$ cat config.mk
export PLATFORM = sky130hd
export DESIGN_NAME = stream_merge
export DESIGN_NICKNAME = d
export VERILOG_FILES = /design/src/rtl/merge_ctrl_pkg.sv /design/src/rtl/merge_data_pkg.sv /design/src/rtl/stream_merge.sv /design/src/rtl/out_skid.sv /design/src/rtl/bus_arbiter.sv /design/src/rtl/lane_pipe.sv /design/src/rtl/lane_fifo.sv
export VERILOG_INCLUDE_DIRS = /design/src /design/src/include
export SDC_FILE = /design/constraint.sdc
export NUM_CORES = 1
export LEC_CHECK = 0
export BUFFER_PORTS_ARGS = -buffer_cell sky130_fd_sc_hd__clkbuf_2
export CAP_MARGIN = 15
export CORE_ASPECT_RATIO = 1.2
export CORE_UTILIZATION = 30
export CTS_BUF_LIST = sky130_fd_sc_hd__clkbuf_4
export DETAILED_ROUTE_END_ITERATION = 8
export MAX_ROUTING_LAYER = met4
export SYNTH_ARGS = -nofsm -noshare
export SYNTH_HDL_FRONTEND = slang
export SYNTH_SLANG_ARGS = --single-unit
$ cat constraint.sdc
create_clock -name clk -period 5.4 [get_ports clk]
set_clock_uncertainty 0.05 [all_clocks]
set_input_delay 0.54 -clock clk [delete_from_list [all_inputs] [get_ports clk]]
set_output_delay 0.54 -clock clk [all_outputs]
set_load 0.02 [all_outputs]
$ cat src/include/merge_macros.svh
`ifndef MERGE_MACROS_SVH
`define MERGE_MACROS_SVH

// lane count and the width of a lane number go together
`define MERGE_LANES 4
`define LANE_W      2

`define PAYLOAD_W   16

// every item spends exactly this many cycles in its lane pipeline
`define PIPE_DEPTH  6

// each lane FIFO holds 2**FIFO_K words
`define FIFO_K      3

// one extra bit so a count can reach the full FIFO depth
`define CNT_W       (`FIFO_K + 1)

`endif
$ cat src/rtl/merge_ctrl_pkg.sv
`include "merge_macros.svh"

package merge_ctrl_pkg;

  // one bit per lane for empty flags, read strobes and grants
  typedef logic [`MERGE_LANES-1:0] lane_mask_t;

  // ------------------------------------------------------------
  // output register state of the arbiter
  // ------------------------------------------------------------

  typedef enum logic [1:0] {
    ARB_IDLE,   // output register holds nothing
    ARB_ISSUE,  // a freshly read word is on the bus
    ARB_HOLD    // the word on the bus was refused and is kept
  } arb_state_e;

endpackage

$ cat src/rtl/merge_data_pkg.sv
`include "merge_macros.svh"

package merge_data_pkg;

  // ------------------------------------------------------------
  // words carried by the lanes and the shared bus
  // ------------------------------------------------------------

  typedef logic [`PAYLOAD_W-1:0] payload_t;

  typedef logic [`LANE_W-1:0] lane_id_t;

  // the lane number sits above the payload on the shared bus
  typedef logic [`LANE_W+`PAYLOAD_W-1:0] tagged_t;

  // ------------------------------------------------------------
  // counts
  // ------------------------------------------------------------

  typedef logic [`CNT_W-1:0] slot_cnt_t;  // free FIFO slots or items in flight

endpackage

$ cat src/rtl/stream_merge.sv
`include "merge_macros.svh"

module stream_merge import merge_data_pkg::*; import merge_ctrl_pkg::*; (
  input  logic       clk,
  input  logic       rst,
  input  lane_mask_t in_valid,
  output lane_mask_t in_stall,
  input  payload_t   in_data [`MERGE_LANES],
  output logic       out_valid,
  output tagged_t    out_data,
  input  logic       out_stall
);

  lane_mask_t wr_valid;
  payload_t wr_data [`MERGE_LANES];
  slot_cnt_t free_cnt [`MERGE_LANES];
  lane_mask_t fifo_empty;
  lane_mask_t fifo_rd;
  payload_t head_data [`MERGE_LANES];
  logic bus_valid;
  logic bus_stall;
  tagged_t bus_data;

  // ------------------------------------------------------------
  // lanes
  // ------------------------------------------------------------

  for (genvar i = 0; i < `MERGE_LANES; i++) begin : g_lane
    lane_pipe u_pipe (
      .clk,
      .rst,
      .in_valid (in_valid[i]),
      .in_data  (in_data[i]),
      .free_cnt (free_cnt[i]),
      .in_stall (in_stall[i]),
      .wr_valid (wr_valid[i]),
      .wr_data  (wr_data[i])
    );

    lane_fifo u_fifo (
      .clk,
      .rst,
      .wr_valid  (wr_valid[i]),
      .wr_data   (wr_data[i]),
      .rd        (fifo_rd[i]),
      .head_data (head_data[i]),
      .empty     (fifo_empty[i]),
      .full      (),
      .free_cnt  (free_cnt[i])
    );
  end

  // ------------------------------------------------------------
  // shared bus and output
  // ------------------------------------------------------------

  bus_arbiter u_arb (
    .clk,
    .rst,
    .empty     (fifo_empty),
    .head_data (head_data),
    .bus_stall (bus_stall),
    .rd        (fifo_rd),
    .bus_valid (bus_valid),
    .bus_data  (bus_data)
  );

  out_skid u_skid (
    .clk,
    .rst,
    .bus_valid (bus_valid),
    .bus_data  (bus_data),
    .out_stall (out_stall),
    .bus_stall (bus_stall),
    .out_valid (out_valid),
    .out_data  (out_data)
  );

endmodule

$ cat src/rtl/out_skid.sv
`include "merge_macros.svh"

module out_skid import merge_data_pkg::*; (
  input  logic    clk,
  input  logic    rst,
  input  logic    bus_valid,
  input  tagged_t bus_data,
  input  logic    out_stall,
  output logic    bus_stall,
  output logic    out_valid,
  output tagged_t out_data
);

  logic skid_valid;
  tagged_t skid_data;
  logic bus_take;

  // the arbiter lets go of its word only while the registered stall is low
  assign bus_take = bus_valid & ~bus_stall;

  assign out_valid = skid_valid | bus_take;
  assign out_data = skid_valid ? skid_data : bus_data;

  // ------------------------------------------------------------
  // stall register and skid entry
  // ------------------------------------------------------------

  always_ff @(posedge clk or posedge rst) begin
    if (rst) begin
      bus_stall <= 1'b0;
      skid_valid <= 1'b0;
    end else begin
      bus_stall <= out_stall;
      if (!out_stall) begin
        skid_valid <= 1'b0;  // whatever was shown has moved downstream
      end else if (bus_take) begin
        skid_valid <= 1'b1;
      end
    end
  end

  // a full entry keeps its word until it leaves
  always_ff @(posedge clk) begin
    if (!skid_valid) begin
      skid_data <= bus_data;
    end
  end

  // the stall reaches the arbiter one cycle late, so one entry is enough
  a_skid_no_overrun: assert property (@(posedge clk) disable iff (rst)
    skid_valid |-> !bus_take);

endmodule

$ cat src/rtl/bus_arbiter.sv
`include "merge_macros.svh"

module bus_arbiter import merge_data_pkg::*; import merge_ctrl_pkg::*; (
  input  logic       clk,
  input  logic       rst,
  input  lane_mask_t empty,
  input  payload_t   head_data [`MERGE_LANES],
  input  logic       bus_stall,
  output lane_mask_t rd,
  output logic       bus_valid,
  output tagged_t    bus_data
);

  arb_state_e state;
  arb_state_e state_n;
  lane_id_t last_lane;  // lane granted most recently
  lane_id_t pick_lane;
  logic pick_valid;
  logic can_load;

  // ------------------------------------------------------------
  // round robin pick starting after the last grant
  // ------------------------------------------------------------

  always_comb begin
    lane_id_t cand;
    pick_valid = 1'b0;
    pick_lane = last_lane;
    for (int i = 1; i <= `MERGE_LANES; i++) begin
      cand = last_lane + lane_id_t'(i);  // wraps back to last_lane on the final step
      if (!pick_valid && !empty[cand]) begin
        pick_valid = 1'b1;
        pick_lane = cand;
      end
    end
  end

  // the register can take a word when it is empty or its word leaves now
  assign can_load = (state == ARB_IDLE) || !bus_stall;

  assign rd = (can_load && pick_valid) ? (lane_mask_t'(1) << pick_lane) : '0;
  assign bus_valid = (state != ARB_IDLE);

  // ------------------------------------------------------------
  // output register FSM
  // ------------------------------------------------------------

  always_comb begin
    state_n = state;
    case (state)
      ARB_IDLE: begin
        if (pick_valid) begin
          state_n = ARB_ISSUE;
        end
      end
      ARB_ISSUE, ARB_HOLD: begin
        if (bus_stall) begin
          state_n = ARB_HOLD;
        end else if (pick_valid) begin
          state_n = ARB_ISSUE;
        end else begin
          state_n = ARB_IDLE;
        end
      end
      default: state_n = ARB_IDLE;
    endcase
  end

  always_ff @(posedge clk or posedge rst) begin
    if (rst) begin
      state <= ARB_IDLE;
      last_lane <= lane_id_t'(`MERGE_LANES - 1);  // so lane 0 wins first
    end else begin
      state <= state_n;
      if (|rd) begin
        last_lane <= pick_lane;
      end
    end
  end

  always_ff @(posedge clk) begin
    if (|rd) begin
      bus_data <= {pick_lane, head_data[pick_lane]};
    end
  end

  a_rd_onehot: assert property (@(posedge clk) disable iff (rst)
    $onehot0(rd));

  // a refused word stays on the bus unchanged until the skid side takes it
  a_hold_stable: assert property (@(posedge clk) disable iff (rst)
    bus_valid && bus_stall |=> bus_valid && $stable(bus_data));

endmodule

$ cat src/rtl/lane_pipe.sv
`include "merge_macros.svh"

module lane_pipe import merge_data_pkg::*; (
  input  logic      clk,
  input  logic      rst,
  input  logic      in_valid,
  input  payload_t  in_data,
  input  slot_cnt_t free_cnt,
  output logic      in_stall,
  output logic      wr_valid,
  output payload_t  wr_data
);

  logic [`PIPE_DEPTH-1:0] vld_q;
  payload_t data_q [`PIPE_DEPTH];
  slot_cnt_t in_flight;  // accepted items that have not reached the FIFO yet
  logic accept;

  assign accept = in_valid & ~in_stall;

  // every item in the chain already owns a FIFO slot
  assign in_stall = (in_flight >= free_cnt);

  assign wr_valid = vld_q[`PIPE_DEPTH-1];
  assign wr_data = data_q[`PIPE_DEPTH-1];

  // ------------------------------------------------------------
  // fixed latency shift chain
  // ------------------------------------------------------------

  always_ff @(posedge clk or posedge rst) begin
    if (rst) begin
      vld_q <= '0;
    end else begin
      vld_q <= {vld_q[`PIPE_DEPTH-2:0], accept};
    end
  end

  // payloads shift every cycle and the valid bits say which ones count
  always_ff @(posedge clk) begin
    data_q[0] <= in_data;
    for (int i = 1; i < `PIPE_DEPTH; i++) begin
      data_q[i] <= data_q[i-1];
    end
  end

  // ------------------------------------------------------------
  // credit count
  // ------------------------------------------------------------

  always_ff @(posedge clk or posedge rst) begin
    if (rst) begin
      in_flight <= '0;
    end else begin
      case ({accept, wr_valid})
        2'b10:   in_flight <= in_flight + 1'b1;
        2'b01:   in_flight <= in_flight - 1'b1;
        default: in_flight <= in_flight;
      endcase
    end
  end

  a_in_flight_max: assert property (@(posedge clk) disable iff (rst)
    in_flight <= slot_cnt_t'(`PIPE_DEPTH));

endmodule

$ cat src/rtl/lane_fifo.sv
`include "merge_macros.svh"

module lane_fifo import merge_data_pkg::*; (
  input  logic      clk,
  input  logic      rst,
  input  logic      wr_valid,
  input  payload_t  wr_data,
  input  logic      rd,
  output payload_t  head_data,
  output logic      empty,
  output logic      full,
  output slot_cnt_t free_cnt
);

  localparam int DEPTH = 1 << `FIFO_K;

  payload_t mem [DEPTH];

  // the top bit of each pointer is a wrap bit
  logic [`FIFO_K:0] wr_ptr;
  logic [`FIFO_K:0] rd_ptr;
  logic do_wr;
  logic do_rd;

  assign empty = (wr_ptr == rd_ptr);
  assign full = (wr_ptr == {~rd_ptr[`FIFO_K], rd_ptr[`FIFO_K-1:0]});
  assign head_data = mem[rd_ptr[`FIFO_K-1:0]];  // head is valid whenever not empty

  assign do_wr = wr_valid & ~full;
  assign do_rd = rd & ~empty;

  // ------------------------------------------------------------
  // pointers and free-slot count
  // ------------------------------------------------------------

  always_ff @(posedge clk or posedge rst) begin
    if (rst) begin
      wr_ptr <= '0;
      rd_ptr <= '0;
    end else begin
      if (do_wr) begin
        wr_ptr <= wr_ptr + 1'b1;
      end
      if (do_rd) begin
        rd_ptr <= rd_ptr + 1'b1;
      end
    end
  end

  always_ff @(posedge clk or posedge rst) begin
    if (rst) begin
      free_cnt <= slot_cnt_t'(DEPTH);  // all slots free out of reset
    end else begin
      case ({do_wr, do_rd})
        2'b10:   free_cnt <= free_cnt - 1'b1;
        2'b01:   free_cnt <= free_cnt + 1'b1;
        default: free_cnt <= free_cnt;
      endcase
    end
  end

  // ------------------------------------------------------------
  // storage
  // ------------------------------------------------------------

  always_ff @(posedge clk) begin
    if (do_wr) begin
      mem[wr_ptr[`FIFO_K-1:0]] <= wr_data;
    end
  end

  // the credit count in the lane pipe must keep writes off a full FIFO
  a_no_wr_full: assert property (@(posedge clk) disable iff (rst)
    wr_valid |-> !full);

  // the arbiter only strobes lanes that hold a word
  a_no_rd_empty: assert property (@(posedge clk) disable iff (rst)
    rd |-> !empty);

endmodule

* Word-level counts from Yosys, hierarchy flattened *
Memories as Yosys holds them, arrays and structs flattened.
Index checks and enable logic that the tools add are counted.

word-level totals
  register bits after elaboration = 130
  logic and storage cells = 197
  memories kept = 8
  bits in writable memories = 896

memory list
  name                     depth  width  rd ports  clocked after Yosys merged registers in  write ports  RTL line         text
  g_lane[0].u_fifo.mem     8      16     1         0                                        1            lane_fifo.sv:17  payload_t mem [DEPTH];
  g_lane[1].u_fifo.mem     8      16     1         0                                        1            lane_fifo.sv:17
  g_lane[2].u_fifo.mem     8      16     1         0                                        1            lane_fifo.sv:17
  g_lane[3].u_fifo.mem     8      16     1         0                                        1            lane_fifo.sv:17
  g_lane[0].u_pipe.data_q  6      16     6         0                                        6            lane_pipe.sv:15  payload_t data_q [`PIPE_DEPTH];
  g_lane[1].u_pipe.data_q  6      16     6         0                                        6            lane_pipe.sv:15
  2 more memories          n/a    n/a    n/a       n/a                                      n/a          n/a

operators by class
  $lt $le $gt $ge = 9
  reductions and logical operators = 23
  equal/unequal tests = 28
  bitwise logic cells = 32
  shift-type cells = 1
  add/sub/neg operators = 27
  muxes and demuxes = 43

operators by type and width
  cell                 count
  $add 4x1->4 const B  16
  $pmux 4 s2           8
  $bmux 16 s2          1
  $eq 4x4->1           8
  $mux 16              2
  $sub 4x1->4 const B  8
  $mux 1               19
  $eq 2x1->1 const B   9
  $eq 2x2->1 const B   9
  $mux 18              1
  $reduce_bool 2->1    9
  $not 1->1            17
  $ge 4x4->1           4
  $and 1x1->1          13
  $lt 2x3->1 const B   4
  $mux 2               6
  $bmux 1 s2           4
  $logic_not 1->1      6
  $add 2x2->2 const B  2
  $logic_and 1x1->1    4
  $mux 4               1
  $ne 2x1->1 const B   2
  $pmux 2 s2           1
  $reduce_or 4->1      1
  other kinds (8)      8

* Depth between registers and ports, before layout *
  word-level depth = 17
  depth in mapped cells = 16

* Cells and area by module *
Synthesis repeated with hierarchy kept, for this count alone.

unflattened totals
  cell total of the unflattened synthesis = 1901
  area total of the unflattened synthesis = 35308.9 µm²

by module, submodules not included
  module                            times used  seq. area each (µm²)  cells each  area each (µm²)
  lane_fifo (g_lane[1].u_fifo ...)  3           4145.2                266         5680.4
  lane_pipe                         4           2172.1                147         2491.1
  lane_fifo (g_lane[0].u_fifo)      1           4145.2                266         5708.0
  bus_arbiter                       1           643.1                 205         1868.0
  out_skid                          1           410.4                 44          726.9

* Worst setup path before layout *
Ideal clock, no wire load.

  kind = reg2reg
  start point = register g_lane[1].u_fifo.wr_ptr[1]
  end point = register g_lane[3].u_fifo.free_cnt[3]
  required time = 5.275 ns
  data arrival time = 3.192 ns
  setup slack = 2.082 ns
  stages on the path, launching flop included = 16
  path buffers = 1
  cell sequence = dfrtp_1 -> buf_6 -> xor2_2 -> or4_4 -> o221a_4 -> a211oi_4 -> nand2_4 -> inv_1 -> ha_1 -> inv_1 -> ha_1 -> a21o_1 -> a21oi_1 -> xnor2_1 -> nor2_1 -> xnor2_1

on the way
  word-level cells in the longest chain between the ends = 17
  elaborated cells between the ends (all ways) = 33
  classes of those cells = 3 x eq/ne; 1 x shift; 18 x mux; 1 x bitwise; 10 x reduce/logical

ends and longest elaborated chain
  what                                              RTL line           text
  start, declared                                   lane_fifo.sv:20    logic [`FIFO_K:0] wr_ptr;
  start signal, assigned                            lane_fifo.sv:42    wr_ptr <= wr_ptr + 1'b1;
  $eq 4x4->1 *                                      lane_fifo.sv:25    assign empty = (wr_ptr == rd_ptr);
  $bmux 1 s2                                        bus_arbiter.sv:31  if (!pick_valid && !empty[cand]) begin
  $mux 1 (implied by the code)                      bus_arbiter.sv:31
  $logic_not 1->1                                   bus_arbiter.sv:31
  $logic_and 1x1->1                                 bus_arbiter.sv:31
  $mux 1                                            bus_arbiter.sv:31
  $logic_not 1->1                                   bus_arbiter.sv:31
  $logic_and 1x1->1                                 bus_arbiter.sv:31
  [2 not listed]                                    n/a
  $logic_and 1x1->1                                 bus_arbiter.sv:31
  $mux 2 or $mux 1 (tied branches)                  bus_arbiter.sv:31
  $shl 1x2->4 or $logic_and 1x1->1 (tied branches)  bus_arbiter.sv:41  assign rd = (can_load && pick_valid) ? (lane_mask_t'(1) << pick_lane) : '0;
  $mux 4 *                                          bus_arbiter.sv:41
  $and 1x1->1 *                                     lane_fifo.sv:30    assign do_rd = rd & ~empty;
  via g_lane[3].u_fifo.do_rd                        lane_fifo.sv:23    logic do_rd;
  $eq 2x1->1 or $eq 2x2->1 (tied branches)          lane_fifo.sv:54    case ({do_wr, do_rd})
  $pmux 4 s2 or $reduce_bool 2->1 (tied branches)   n/a
  end signal, assigned                              lane_fifo.sv:55    2'b10: free_cnt <= free_cnt - 1'b1;
  end signal, assigned                              lane_fifo.sv:56    2'b01: free_cnt <= free_cnt + 1'b1;
  end signal, assigned                              lane_fifo.sv:57    default: free_cnt <= free_cnt;
  end, declared                                     lane_fifo.sv:12    output slot_cnt_t free_cnt

The timed path passes the listed nets; every way through them passes the cells marked *. The select of a mux whose other input is x is not followed.
A chain may end at the register's enable or synchronous reset.

* Worst setup path after layout *
  start point = register g_lane[1].u_fifo.wr_ptr[1]
  end point = register g_lane[1].u_fifo.free_cnt[3]

on the way
  word-level cells in the longest chain between the ends = 17
  elaborated cells between the ends (all ways) = 37
  classes of those cells = 4 x eq/ne; 1 x shift; 18 x mux; 4 x bitwise; 10 x reduce/logical

ends and longest elaborated chain
  what                                              RTL line
  $eq 4x4->1 *                                      lane_fifo.sv:25
  $bmux 1 s2                                        bus_arbiter.sv:31
  $mux 1 (implied by the code)                      bus_arbiter.sv:31
  $logic_not 1->1                                   bus_arbiter.sv:31
  $logic_and 1x1->1                                 bus_arbiter.sv:31
  $mux 1                                            bus_arbiter.sv:31
  $logic_not 1->1                                   bus_arbiter.sv:31
  $logic_and 1x1->1                                 bus_arbiter.sv:31
  [2 not listed]                                    n/a
  $logic_and 1x1->1                                 bus_arbiter.sv:31
  $mux 2 or $mux 1 (tied branches)                  bus_arbiter.sv:31
  $shl 1x2->4 or $logic_and 1x1->1 (tied branches)  bus_arbiter.sv:41
  $mux 4                                            bus_arbiter.sv:41
  $and 1x1->1 *                                     lane_fifo.sv:30
  via g_lane[1].u_fifo.do_rd                        lane_fifo.sv:23
  $eq 2x1->1 or $eq 2x2->1 (tied branches)          lane_fifo.sv:54
  $pmux 4 s2 or $reduce_bool 2->1 (tied branches)   n/a
  end signal, assigned                              lane_fifo.sv:55
  end signal, assigned                              lane_fifo.sv:56
  end signal, assigned                              lane_fifo.sv:57
  end, declared                                     lane_fifo.sv:12

Marks and branches as above.

==> out/results.md <==
| Quantity | Reported |
| --- | --- |
| Result of the run | completed |
| Slowest cell on the critical path | dfrtp_1 |
| Remaining antenna violation count after routing | 0 |
| Maximum number of pins on one net before global-route repair | 51 |
| Total clock buffers created by CTS | 238 |
| Setup TNS | 0 ns |
| Placed wire-length estimate after detailed placement | 38680 um |
| Die Wd | 307.6 um |
| Category of the most critical setup path | reg -> reg |
| CTS tree | built |
| Minimum period implied by the final worst setup slack | 4.174 ns |
| Routed via count | 16480 |
| Initial core utilization | 30.24% |
| Fillcell total | 10360 |
| Number of warnings reported in the yosys synthesis log | 0 |
| Syn-to-layout area delta | 20.94% |
| FF+latch count, synth | 1026 |
| Maximum Capacitance Violations | 0 |
| Number of buffers added on ports | 93 |
| VDD IR max | 175.3 uV |
| Die area | 113400 sq um |
| Number of buffers on the longest clock path | 3 |
| Share of the clock period used by the worst path after layout | 77.29% |
| Power Density | 362.7 nW/um^2 |
| Routed wire per std cell | 16.62 um |
| Power, Total | 14.75 mW |
| Placement Cell Area | 36030 sq um |
| Share of layout cells above drive strength 1 | 29.42% |
| Most common library cell in the layout ignoring fill and taps | edfxtp_1 |
| Most frequent cells in the layout | 530 x edfxtp_1, 402 x dfxtp_1, 341 x clkbuf_4, 136 x dlygate4sd3_1, 128 x mux4_2 |
| Total leakage power | 14.82 nW |
| Kind of launch point of the worst setup path | register |
| Number of enable flip-flop cells after synthesis | 530 |
| Number of distinct library cell variants in the gate-level netlist after synthesis | 59 |
| Placer congestion estimate | 0.8152 |
| Delay contributed by the slowest stage of the critical path | 0.71 ns |
| Clock transition at path regs | 0.08 ns |
| Routed via count divided by cell count | 4.223 |
| Sequential element share of the synthesized area | 78.31% |
| Setup slack after layout | 1.226 ns |
| Worst min-delay path class | in -> reg |
| Clock Sinks | 1026 |
| Height of the chip | 368.7 um |
| Worst skew pair latency | 1.10 ns |
| Chain of cells forming the critical path | xor2_2, o41ai_1, o311ai_2, o21ba_2, inv_2, nand2_1, inv_1, ha_1, inv_1, ha_1, a21o_1, a21oi_1, xnor2_1, nor2_1, xnor2_1 |
| Actual transition at the worst max-transition pin | 1.152 ns |
| Unrepaired setup endpoints after global routing | no |
| Final hold violations | 0 |
| Number of buffers added for setup after CTS | 0 |
| Number of nets in the layout | 2320 |
| Boundary Pins | 94 |
| Clock root buffer master | clkbuf_4 |
| Relative max-transition margin | 23.09% |
| First DRT Iteration DRCs | 845 |
| Hold slack | 0.2114 ns |
| All-Layer GR Usage | 12.12% |
| Worst path arrival time | 5.15 ns |
| DRC errors left | 0 |
| Clock H-tree levels | 4 |
| Kind of cell with the highest combined delay on the critical path | compound AO/OA/AOI/OAI gates |
| Worst Path Required | 6.38 ns |
| Antenna violations before repair | 7 |
| Overflow left after global routing | 0 |
| Placed cells | 3309 |
| Design Area, Final | 40650 sq um |
| Fmax | 0.2396 GHz |
| Syn avg cell area | 19.12 sq um |
| FP Rows | 134 |
| Router iterations before antenna repair | 4 |
| Non-filler cells, final | 3901 |
| Most common flop cell mapped by yosys | edfxtp_1 |
| Buffers plus inverters on the worst setup path | 3 |
| Maximum fanout along the worst path | 23 |
| Mapped Area | 33610 sq um |
| Finished Core Util | 36.57% |
| Pre-CTS setup slack | 1.295 ns |
| Crit path capture type | register |
| Fraction of synthesis flops using an asynchronous set or reset pin | 9.162% |
| Slew Viols, Final | 0 |
| Number of cells produced by synthesis | 1758 |
| Total wire length after detailed routing | 64820 um |
| Via count of the first global-routing pass | 17820 |
| Floorplan core area | 111200 sq um |
| Global-route wire length before repair | 100500 um |
| Synthesized netlist net count | 1887 |
| Number of setup violations in the final report | 0 |
[layout make-up]
| cell class | instances | area [sq um] | area share, % |
|---|---|---|---|
| Sequential cell | 1026 | 26330 | 64.76 |
| Timing Repair Buffer | 254 | 2054 | 5.054 |
| Antenna cell | 5 | 12.51 | 0.03078 |
| Multi-Input combinational cell | 618 | 6994 | 17.20 |
| Tap cell | 1496 | 1872 | 4.604 |
| Inverter | 53 | 202.7 | 0.4986 |
| Clock buffer | 341 | 2560 | 6.297 |
| Clock inverter | 108 | 630.6 | 1.551 |
[logic make-up (layout without fill, tap and decap cells)]
logic type | after synthesis | after routing | share of synthesized area, %
xor+xnor | 71 | 71 | 1.872
mux | 224 | 224 | 11.56
flops | 1026 | 1026 | 78.31
simple gates | 156 | 156 | 2.207
fa+ha+maj | 58 | 58 | 2.338
compound gates | 109 | 109 | 2.267
other cells | 0 | 5 | 0
buf+inv | 114 | 756 | 1.444
[final timing paths]
check | start | slack [ns] | end | cells past startpoint
max | g_lane[1].u_fifo.wr_ptr[1]$_DFFE_PP0P_ | 1.23 | g_lane[1].u_fifo.free_cnt[3]$_DFFE_PP1P_ | 15
min | in_valid[2] | 0.21 | g_lane[2].u_pipe.vld_q[0]$_DFF_PP0_ | 4
max reg2reg | g_lane[1].u_fifo.wr_ptr[1]$_DFFE_PP0P_ | 1.23 | g_lane[1].u_fifo.free_cnt[3]$_DFFE_PP1P_ | 15
min reg2reg | g_lane[1].u_pipe.data_q[4][0]$_DFF_P_ | 0.22 | g_lane[1].u_pipe.data_q[5][0]$_DFF_P_ | 0
max in group asynchronous | rst | 3.58 | g_lane[0].u_fifo.rd_ptr[0]$_DFFE_PP0P_ | 5
min in group asynchronous | rst | 0.63 | g_lane[2].u_pipe.vld_q[4]$_DFF_PP0_ | 4
[tightest hold or removal path, cell delays in order]
cell	delay [ns]
dlygate4sd3_1	0.53
clkbuf_2	0.12
nand2_1	0.07
inv_1	0.06
[metal layers]
layer  global-route usage, %  up-vias  routed length [um]
li1                        -     7609                   -
met1                   13.97     8349               27140
met2                   19.84      395               32910
met3                   3.141      122                2992
met4                   5.358        0                1778
met5                       -        -                   0
[flip-flops by register name (all words and copies together), names as in the netlist]
register	cells
u_skid.skid_data	18
g_lane.u_pipe.data_q	384
g_lane.u_fifo.wr_ptr	16
g_lane.u_pipe.in_flight	16
g_lane.u_fifo.mem	512
u_skid.bus_stall	1
u_skid.skid_valid	1
g_lane.u_fifo.free_cnt	16
u_arb.bus_data	18
u_arb.last_lane	2
g_lane.u_fifo.rd_ptr	16
g_lane.u_pipe.vld_q	24
u_arb.state	2
[synth_stat cells (all sizes together), types with 5 or more instances]
cell type  instances  area share (%)
edfxtp           530              47
dfstp              6            0.47
a21o              16            0.36
xor2              25            0.67
nand2             71            0.84
inv               52            0.58
dfxtp            402              24
xnor2             46             1.2
nor2              35            0.39
mux4             128             8.6
o21ai             13            0.19
mux2i             67             2.0
a21oi             45            0.67
buf               35            0.55
mux2              29            0.99
nor3               9            0.13
ha                50             1.9
a22o              16            0.42
o41ai              5            0.15
dfrtp             88             6.6
clkbuf            26            0.29
fa                 8            0.48
nand2b            12            0.22
nand3              7            0.10
[where the power goes]
part / switching [mW] / internal [mW] / total, mW
Combinational: 0.0337 / 0.0821 / 0.116
Clock: 2.94 / 3.27 / 6.21
Sequential: 0.0785 / 8.34 / 8.42
Total: 3.06 / 11.7 / 14.7
[timing repair]
item,4_1_cts,5_1_grt
hold endpoints to repair,130,0
resized for setup,0,0
hold buffers,136,0
(Power assumes the default switching activity.)
